## src/hw/buf_mgr_cfg.svh

```systemverilog
// Buffer manager sizes
`ifndef BUF_MGR_CFG_SVH
`define BUF_MGR_CFG_SVH

// Shared buffer pool.
`define BM_NUM_BUFS 16
`define BM_PTR_NBITS 4

// Output queues.
`define BM_NUM_QUEUES 4
`define BM_QID_NBITS 2

// Link statistics counters.
`define BM_COUNT_NBITS 16

`endif

```

## src/hw/buf_mgr_pkg.sv

```systemverilog
// Buffer manager types
`include "buf_mgr_cfg.svh"

package buf_mgr_pkg;

	typedef logic [`BM_PTR_NBITS-1:0] buf_ptr_t; // Index into the buffer pool.
	typedef logic [`BM_QID_NBITS-1:0] qid_t; // Queue index.
	typedef logic [`BM_PTR_NBITS:0] free_cnt_t; // One extra bit to hold a full pool.

	typedef enum logic {
		OP_ENQ, // Allocate and append.
		OP_DEQ // Pop head and release.
	} bm_op_e;

	typedef enum logic [1:0] {
		ST_OK,
		ST_FULL, // No free buffer.
		ST_EMPTY // Queue holds nothing.
	} bm_status_e;

	typedef enum logic [2:0] {
		S_IDLE, // Waiting for a command.
		S_ALLOC, // Pop a free pointer.
		S_LINK, // Link behind tail.
		S_READ, // Release head, issue link read.
		S_WAIT, // Wait for link data.
		S_RESP // Present response.
	} ctrl_state_e;

endpackage

```

## src/hw/buf_mgr_if.sv

```systemverilog
// Link table and free list interfaces
`timescale 1ns/10ps

interface link_if;
	import buf_mgr_pkg::*;

	logic enq_valid; // Write "next of cur is nxt".
	buf_ptr_t enq_ptr_cur;
	buf_ptr_t enq_ptr_nxt;
	logic req; // Read "next of req_ptr".
	buf_ptr_t req_ptr;
	logic ack_valid; // Read data returned.
	buf_ptr_t ack_ptr;

	modport ctrl (output enq_valid, enq_ptr_cur, enq_ptr_nxt, req, req_ptr,
		input ack_valid, ack_ptr);
	modport tbl (input enq_valid, enq_ptr_cur, enq_ptr_nxt, req, req_ptr,
		output ack_valid, ack_ptr);
endinterface

interface free_if;
	import buf_mgr_pkg::*;

	logic alloc_valid; // A free pointer is on offer.
	buf_ptr_t alloc_ptr;
	logic alloc_take; // One-cycle pop.
	logic release_valid; // Return a pointer, never refused.
	buf_ptr_t release_ptr;

	modport ctrl (input alloc_valid, alloc_ptr, output alloc_take, release_valid, release_ptr);
	modport pool (output alloc_valid, alloc_ptr, input alloc_take, release_valid, release_ptr);
endinterface

```

## src/hw/link_ram.sv

```systemverilog
// Next-pointer RAM
`timescale 1ns/10ps

module link_ram #(
	parameter int WIDTH = 4,
	parameter int DEPTH = 16
) (
	input logic clk,
	input logic wr,
	input logic [$clog2(DEPTH)-1:0] waddr,
	input logic [$clog2(DEPTH)-1:0] raddr,
	input logic [WIDTH-1:0] din,
	output logic [WIDTH-1:0] dout
);

	logic [WIDTH-1:0] mem [DEPTH]; // One entry per buffer.

	always_ff @(posedge clk) begin
		if (wr) begin
			mem[waddr] <= din; // Synchronous write.
		end
	end

	// Registered read, old data on address collision.
	always_ff @(posedge clk) begin
		dout <= mem[raddr];
	end

endmodule

```

## src/hw/link_table.sv

```systemverilog
// Buffer link table
`timescale 1ns/10ps
`include "buf_mgr_cfg.svh"

module link_table (
	input logic clk,
	input logic rst_n,
	link_if.tbl lnk,
	output logic [`BM_COUNT_NBITS-1:0] link_wr_count,
	output logic [`BM_COUNT_NBITS-1:0] link_rd_count
);
	import buf_mgr_pkg::*;

	logic enq_valid_d1; // Write request stage.
	buf_ptr_t enq_cur_d1;
	buf_ptr_t enq_nxt_d1;
	logic req_d1; // Read request stage.
	logic req_d2; // Lines up with RAM output.
	buf_ptr_t req_ptr_d1;
	buf_ptr_t ram_dout;

	// Request payload, no reset needed.
	always_ff @(posedge clk) begin
		enq_cur_d1 <= lnk.enq_ptr_cur;
		enq_nxt_d1 <= lnk.enq_ptr_nxt;
		req_ptr_d1 <= lnk.req_ptr;
		lnk.ack_ptr <= ram_dout; // Third stage of the read path.
	end

	always_ff @(posedge clk or negedge rst_n) begin
		if (!rst_n) begin
			enq_valid_d1 <= 1'b0;
			req_d1 <= 1'b0;
			req_d2 <= 1'b0;
			lnk.ack_valid <= 1'b0;
			link_wr_count <= '0;
			link_rd_count <= '0;
		end else begin
			enq_valid_d1 <= lnk.enq_valid;
			req_d1 <= lnk.req;
			req_d2 <= req_d1;
			lnk.ack_valid <= req_d2; // Three cycles after req.
			if (enq_valid_d1) begin
				link_wr_count <= link_wr_count + 1'b1; // Committed write.
			end
			if (req_d1) begin
				link_rd_count <= link_rd_count + 1'b1; // Issued read.
			end
		end
	end

	link_ram #(
		.WIDTH(`BM_PTR_NBITS),
		.DEPTH(`BM_NUM_BUFS)
	) u_link_ram (
		.clk(clk),
		.wr(enq_valid_d1),
		.waddr(enq_cur_d1),
		.raddr(req_ptr_d1),
		.din(enq_nxt_d1),
		.dout(ram_dout)
	);

endmodule

```

## src/hw/free_list.sv

```systemverilog
// Free buffer pointer list
`timescale 1ns/10ps
`include "buf_mgr_cfg.svh"

module free_list (
	input logic clk,
	input logic rst_n,
	free_if.pool pool,
	output buf_mgr_pkg::free_cnt_t free_count
);
	import buf_mgr_pkg::*;

	buf_ptr_t fifo_mem [`BM_NUM_BUFS]; // Circular store of free pointers.
	buf_ptr_t rd_idx;
	buf_ptr_t wr_idx;
	free_cnt_t fill_cnt; // Init pointer, stops at pool size.
	logic fill_done;
	logic push;
	logic pop;
	buf_ptr_t push_ptr;

	assign fill_done = (fill_cnt == free_cnt_t'(`BM_NUM_BUFS));
	assign push = !fill_done || pool.release_valid; // Fill or release.
	assign push_ptr = fill_done ? pool.release_ptr : buf_ptr_t'(fill_cnt);
	assign pop = pool.alloc_take && pool.alloc_valid;

	// Offer only once the fill is complete.
	assign pool.alloc_valid = fill_done && (free_count != '0);
	assign pool.alloc_ptr = fifo_mem[rd_idx]; // Head of the list.

	always_ff @(posedge clk) begin
		if (push) begin
			fifo_mem[wr_idx] <= push_ptr;
		end
	end

	always_ff @(posedge clk or negedge rst_n) begin
		if (!rst_n) begin
			rd_idx <= '0;
			wr_idx <= '0;
			fill_cnt <= '0;
			free_count <= '0;
		end else begin
			if (!fill_done) begin
				fill_cnt <= fill_cnt + 1'b1; // One pointer per cycle.
			end
			if (push) begin
				wr_idx <= wr_idx + 1'b1; // Wraps at pool size.
			end
			if (pop) begin
				rd_idx <= rd_idx + 1'b1;
			end
			case ({push, pop})
				2'b10: free_count <= free_count + 1'b1;
				2'b01: free_count <= free_count - 1'b1;
				default: free_count <= free_count; // Both or neither.
			endcase
		end
	end

endmodule

```

## src/hw/queue_ctrl.sv

```systemverilog
// Queue control FSM
`timescale 1ns/10ps
`include "buf_mgr_cfg.svh"

module queue_ctrl (
	input logic clk,
	input logic rst_n,
	input logic cmd_valid,
	output logic cmd_ready,
	input buf_mgr_pkg::bm_op_e cmd_op,
	input buf_mgr_pkg::qid_t cmd_qid,
	output logic rsp_valid,
	input logic rsp_ready,
	output buf_mgr_pkg::bm_status_e rsp_status,
	output buf_mgr_pkg::buf_ptr_t rsp_ptr,
	link_if.ctrl lnk,
	free_if.ctrl fl
);
	import buf_mgr_pkg::*;

	ctrl_state_e state;
	qid_t cur_qid; // Queue of the command in flight.
	buf_ptr_t new_ptr; // Pointer popped by enqueue.
	logic [1:0] hold_cnt; // Link commit delay.
	logic pool_ready; // Free list has filled once.
	logic [`BM_NUM_QUEUES-1:0] empty_q;
	buf_ptr_t head_tbl [`BM_NUM_QUEUES];
	buf_ptr_t tail_tbl [`BM_NUM_QUEUES];
	logic cmd_fire;
	logic last_buf; // Queue holds a single buffer.

	assign cmd_fire = cmd_valid && cmd_ready;
	assign last_buf = (head_tbl[cur_qid] == tail_tbl[cur_qid]);
	assign cmd_ready = (state == S_IDLE) && pool_ready;
	assign rsp_valid = (state == S_RESP) && (hold_cnt == 2'd0);

	assign fl.alloc_take = (state == S_ALLOC); // Entered only with alloc_valid.
	assign fl.release_valid = (state == S_READ); // Head goes back.
	assign fl.release_ptr = head_tbl[cur_qid];

	assign lnk.enq_valid = (state == S_LINK) && !empty_q[cur_qid]; // Old tail to new.
	assign lnk.enq_ptr_cur = tail_tbl[cur_qid];
	assign lnk.enq_ptr_nxt = new_ptr;
	assign lnk.req = (state == S_READ) && !last_buf; // Fetch next head.
	assign lnk.req_ptr = head_tbl[cur_qid];

	always_ff @(posedge clk or negedge rst_n) begin
		if (!rst_n) begin
			state <= S_IDLE;
			hold_cnt <= 2'd0;
			pool_ready <= 1'b0;
			empty_q <= '1; // All queues start empty.
		end else begin
			if (fl.alloc_valid) begin
				pool_ready <= 1'b1; // Sticky.
			end
			case (state)
				S_IDLE: begin
					if (cmd_fire && cmd_op == OP_ENQ) begin
						state <= fl.alloc_valid ? S_ALLOC : S_RESP;
					end else if (cmd_fire) begin
						state <= empty_q[cmd_qid] ? S_RESP : S_READ;
					end
				end
				S_ALLOC: state <= S_LINK;
				S_LINK: begin
					empty_q[cur_qid] <= 1'b0;
					hold_cnt <= 2'd2; // Let the link write land.
					state <= S_RESP;
				end
				S_READ: begin
					if (last_buf) begin
						empty_q[cur_qid] <= 1'b1;
						state <= S_RESP;
					end else begin
						state <= S_WAIT;
					end
				end
				S_WAIT: begin
					if (lnk.ack_valid) begin
						state <= S_RESP;
					end
				end
				S_RESP: begin
					if (hold_cnt != 2'd0) begin
						hold_cnt <= hold_cnt - 1'b1;
					end else if (rsp_ready) begin
						state <= S_IDLE; // Response taken.
					end
				end
				default: state <= S_IDLE;
			endcase
		end
	end

	// Tables and response payload.
	always_ff @(posedge clk) begin
		case (state)
			S_IDLE: begin
				if (cmd_fire) begin
					cur_qid <= cmd_qid;
					rsp_ptr <= '0;
					if (cmd_op == OP_ENQ) begin
						rsp_status <= fl.alloc_valid ? ST_OK : ST_FULL;
					end else begin
						rsp_status <= empty_q[cmd_qid] ? ST_EMPTY : ST_OK;
					end
				end
			end
			S_ALLOC: new_ptr <= fl.alloc_ptr;
			S_LINK: begin
				tail_tbl[cur_qid] <= new_ptr;
				if (empty_q[cur_qid]) begin
					head_tbl[cur_qid] <= new_ptr; // First buffer in queue.
				end
				rsp_ptr <= new_ptr;
			end
			S_READ: rsp_ptr <= head_tbl[cur_qid]; // Dequeued pointer.
			S_WAIT: begin
				if (lnk.ack_valid) begin
					head_tbl[cur_qid] <= lnk.ack_ptr; // Advance head.
				end
			end
			default: begin
			end
		endcase
	end

endmodule

```

## src/hw/buf_mgr_top.sv

```systemverilog
// Buffer manager top level
`timescale 1ns/10ps
`include "buf_mgr_cfg.svh"

module buf_mgr_top (
	input logic clk,
	input logic rst_n,
	input logic cmd_valid,
	output logic cmd_ready,
	input buf_mgr_pkg::bm_op_e cmd_op,
	input buf_mgr_pkg::qid_t cmd_qid,
	output logic rsp_valid,
	input logic rsp_ready,
	output buf_mgr_pkg::bm_status_e rsp_status,
	output buf_mgr_pkg::buf_ptr_t rsp_ptr,
	output buf_mgr_pkg::free_cnt_t free_count,
	output logic [`BM_COUNT_NBITS-1:0] link_wr_count,
	output logic [`BM_COUNT_NBITS-1:0] link_rd_count
);

	link_if lnk_bus (); // Control to link table.
	free_if fl_bus (); // Control to free list.

	queue_ctrl u_queue_ctrl (
		.clk(clk),
		.rst_n(rst_n),
		.cmd_valid(cmd_valid),
		.cmd_ready(cmd_ready),
		.cmd_op(cmd_op),
		.cmd_qid(cmd_qid),
		.rsp_valid(rsp_valid),
		.rsp_ready(rsp_ready),
		.rsp_status(rsp_status),
		.rsp_ptr(rsp_ptr),
		.lnk(lnk_bus),
		.fl(fl_bus)
	);

	link_table u_link_table (
		.clk(clk),
		.rst_n(rst_n),
		.lnk(lnk_bus),
		.link_wr_count(link_wr_count),
		.link_rd_count(link_rd_count)
	);

	free_list u_free_list (
		.clk(clk),
		.rst_n(rst_n),
		.pool(fl_bus),
		.free_count(free_count)
	);

endmodule

```

## config.mk

```make
export PLATFORM = sky130hd
export DESIGN_NAME = buf_mgr_top
export DESIGN_NICKNAME = d
export VERILOG_FILES = /design/src/hw/buf_mgr_pkg.sv /design/src/hw/buf_mgr_if.sv /design/src/hw/link_ram.sv /design/src/hw/link_table.sv /design/src/hw/free_list.sv /design/src/hw/queue_ctrl.sv /design/src/hw/buf_mgr_top.sv
export VERILOG_INCLUDE_DIRS = /design/src /design/src/hw
export SDC_FILE = /design/constraint.sdc
export NUM_CORES = 1
export LEC_CHECK = 0
export BUFFER_PORTS_ARGS = -buffer_cell sky130_fd_sc_hd__buf_2
export CAP_MARGIN = 20
export CORE_ASPECT_RATIO = 0.7
export CORE_MARGIN = 10
export CORE_UTILIZATION = 35
export DETAILED_ROUTE_END_ITERATION = 12
export RECOVER_POWER = 25
export SYNTH_ARGS = -nofsm -noshare
export SYNTH_HDL_FRONTEND = slang
export SYNTH_SLANG_ARGS = --single-unit
```

## constraint.sdc

```tcl
create_clock -name clk -period 3.9 [get_ports clk]
set_input_delay 1.17 -clock clk [delete_from_list [all_inputs] [get_ports clk]]
set_output_delay 1.17 -clock clk [all_outputs]
set_load 0.01 [all_outputs]
```

==> impl_metrics.py <==
metrics = {
    "run_status": {
        "status": "finished with violations",
        "violations": "capacitance limit, slew limit",
    },
    "detailed_routing": {
        "drtIter0Drc": 456,
        "via_count": 5330,
        "first_pass_iters": 5,
        "via_per_inst": 4.98,
        "wl_per_cell_um": 18.9,
        "antenna_left": 0,
        "routed_wirelength_um": 20300,
        "drc": 0,
    },
    "sta": {
        "min_period_ns": 3.12,
        "max_freq_mhz": 320,
        "final_max_slew_viol_count": 32,
        "finalSetupTns_ns": 0,
        "hold_viol": 0,
        "fin_skew_ns": 0.0268,
        "report.final.setup_viol": 0,
        "post-route-period-util_pct": 80.0,
        "maxSlewHeadroom_pct": -21.2,
        "rsz0062_at_grt": "false",
        "worst_pin_slew_ns": 1.82,
        "timing.hold.ws_ns": 0.335,
    },
    "power": {
        "power_mw": 7.93,
        "ir_drop_mv": 0.507,
        "p_int_mw": 5.62,
        "p_switching_mw": 2.31,
        "switching_share_pct": 29.2,
        "power.leakage_nw": 4.27,
        "pwr-share-clk_pct": 29.6,
        "pwr-share-seq_pct": 48.7,
        "power_frac_comb_pct": 21.7,
        "p_per_area_nw_per_um2": 676,
    },
    "synthesis": {
        "synth_ff_type": "edfxtp_1",
        "synth_edf_count": 172,
        "seq_area_frac_synth_pct": 70.2,
        "synth_cells": 614,
        "syn_area_sq_um": 10300,
        "synthesis.nets": 635,
        "synth-seq-cells": 258,
        "async_flop_share_pct": 24.8,
        "ys_types": 53,
        "yosys_warnings": 0,
        "syn_area_per_cell_sq_um": 16.7,
    },
    "global_routing": {
        "grt_pass1_wl_um": 32000,
        "grt-ovfl-total": 0,
        "antenna_found_initial": 0,
        "grt_pass1_vias": 5353,
        "grt_util_all_layers_pct": 11.0,
        "grt_max_degree": 32,
    },
    "floorplanning": {
        "die_h_um": 163,
        "fp.dieArea_sq_um": 36700,
        "ios": 52,
        "start_util_pct": 35.5,
        "row_count": 52,
        "fp.dieW_um": 225,
        "core_sq_um": 28900,
    },
    "cts": {
        "cts_setup_buffers": 0,
        "cts.sinks": 258,
        "insertion_delay_ns": 0.53,
        "cts_hold_buf": 0,
        "htreeDepth": 1,
        "cts_buffer_depth": 3,
        "cts_buffers": 23,
        "clk_pin_slew_worst_paths_ns": 0.06,
        "cts_resized": 0,
        "cts_root_buf": "clkbuf_16",
        "cts_tree": "done",
    },
    "worst_setup_path": {
        "cp_data_arrival_time_ns": 3.56,
        "cpLargestDelayFamily": "simple AND/OR/NAND/NOR gates",
        "start_kind": "flip-flop",
        "cpPeakStageDelay_ns": 0.45,
        "critical_path.cell_chain": "inv_1 -> ha_1 -> nor4bb_2 -> o21ai_1 -> nor4b_2 -> ha_1 -> xor2_1 -> ha_1 -> o21a_1 -> o22a_1 -> a21oi_1 -> mux2i_1 -> xnor2_1",
        "path_buf_inv": 1,
        "crit_slowest_cell": "nor4b_2",
        "critPathCaptureType": "flip-flop",
        "worstSetupPathType": "flip-flop to flip-flop",
        "path_max_fanout": 4,
        "cpMostUsedCell": "ha_1",
        "cp.required_ns": 4.34,
    },
    "placement": {
        "port_buffers": 51,
        "dp_hpwl_um": 14100,
        "gp_congestion": 0.762,
    },
    "cells_and_area": {
        "syn2layout_area_growth_pct": 14.4,
        "drive_above_1_share_pct": 23.3,
        "final_nets": 696,
        "antennaDiodeCount": 0,
    },
    "run": {
        "cap_violations": 1,
    },
    "hold_path": {
        "hold_class": "flip-flop to flip-flop",
    },
}
==> cells in the final DEF (no fill, tap or decap), types with 2 or more instances in the layout <==
cell type,count
edfxtp_1,172
dfrtp_1,60
nor2_1,54
mux4_2,48
buf_2,48
nand2_1,36
xnor2_1,35
clkbuf_16,23
dfxtp_1,22
xor2_1,15
nand3_1,15
ha_1,14
nor3_1,11
inv_1,10
buf_4,10
nand2b_1,9
mux2_2,9
nand4_1,9
a21oi_1,7
and3_1,7
clkbuf_1,7
mux2i_1,5
o21ai_1,4
nor2b_1,4
dfstp_2,4
a21o_1,3
o21ai_0,3
and4_1,3
clkbuf_8,3
clkinv_2,3
bufinv_16,3
mux4_1,2
nand3b_1,2
or3b_2,2
a41oi_1,2
a31oi_1,2
inv_6,2
clkinv_1,2
clkbuf_4,2
==> cell type report <==
cell class / count / area, sq um
Clock buffer: 32 / 647
Clock inverter: 10 / 130
Fill cell: 2681 / 17100
Inverter: 11 / 41.3
Multi-Input combinational cell: 320 / 2910
Sequential cell: 258 / 7210
Tap cell: 378 / 473
Timing Repair Buffer: 61 / 327
==> routing by layer <==
metal	vias to the layer above	wire length [um]	track usage, %
met3	27	1020	2.40
met4	0	278	2.03
met2	97	8470	15.1
met5	-	0	0
li1	2445	-	-
met1	2761	10500	17.4
==> Yosys cell counts (all sizes together), types with 9 or more instances <==
library cell	count	share of area (%)
buf	11	0.54
clkbuf	14	0.51
dfrtp	60	15
dfxtp	22	4.3
edfxtp	172	50
ha	14	1.7
inv	11	0.40
mux2	10	1.1
mux4	50	11
nand2	36	1.3
nand2b	9	0.55
nand3	15	0.73
nand4	9	0.55
nor2	54	2.0
nor3	11	0.54
xnor2	35	3.0
xor2	15	1.3
==> worst paths after layout <==
check	start	to	slack [ns]	cells after the start
setup / recovery	u_free_list.fill_cnt[0]	u_free_list.free_count[4]	0.78	13
hold / removal	u_link_table.u_link_ram.dout[1]	u_link_table.lnk.ack_ptr[1]	0.34	0
setup reg to reg	u_free_list.fill_cnt[0]	u_free_list.free_count[4]	0.78	13
hold reg to reg	u_link_table.u_link_ram.dout[1]	u_link_table.lnk.ack_ptr[1]	0.34	0
max in group asynchronous	rst_n	u_free_list.fill_cnt[3]	1.58	2
min in group asynchronous	rst_n	u_link_table.link_wr_count[12]	1.13	1
==> kinds of logic (layout without fill, tap and decap cells) <==
logic type / after synthesis / in the layout / synth area share (%)
xor gates and xnor gates: 50 / 50 / 4.27
AOI/OAI and AO/OA: 30 / 30 / 1.91
buffers and inverters: 36 / 114 / 1.45
and+or+nand+nor: 161 / 161 / 7.80
DFF: 258 / 258 / 70.2
muxes: 65 / 65 / 12.6
adders and majority gates: 14 / 14 / 1.71
==> power by group through the flow <==
stage	logic, mW	registers, mW	clock network [mW]
detailed placement	1.73	3.93	0
global placement	1.72	3.92	0
CTS	1.73	3.87	2.40
floorplan	1.35	3.69	0
finish	1.72	3.86	2.34
global route	1.88	3.92	2.51
==> registers in the layout (all words and copies together), names as in the netlist, 5 cells and up, named ones only <==
signal / cells
u_queue_ctrl.head_tbl: 16
u_link_table.link_rd_count: 16
u_link_table.u_link_ram.mem: 64
u_queue_ctrl.tail_tbl: 16
u_link_table.link_wr_count: 16
u_free_list.free_count: 5
u_free_list.fill_cnt: 5
u_free_list.fifo_mem: 64
==> through the flow <==
stage	util [%]	area, sq um	cells	worst slack [ns]
floorplan	-	10300	614	0.621
global placement	37.9	11000	1026	0.875
detailed placement	37.9	11000	1026	0.775
CTS	40.6	11700	1068	0.758
global route	40.6	11700	1070	0.479
finish	40.6	11700	1070	0.779
Power figures use the tool's default switching activity.
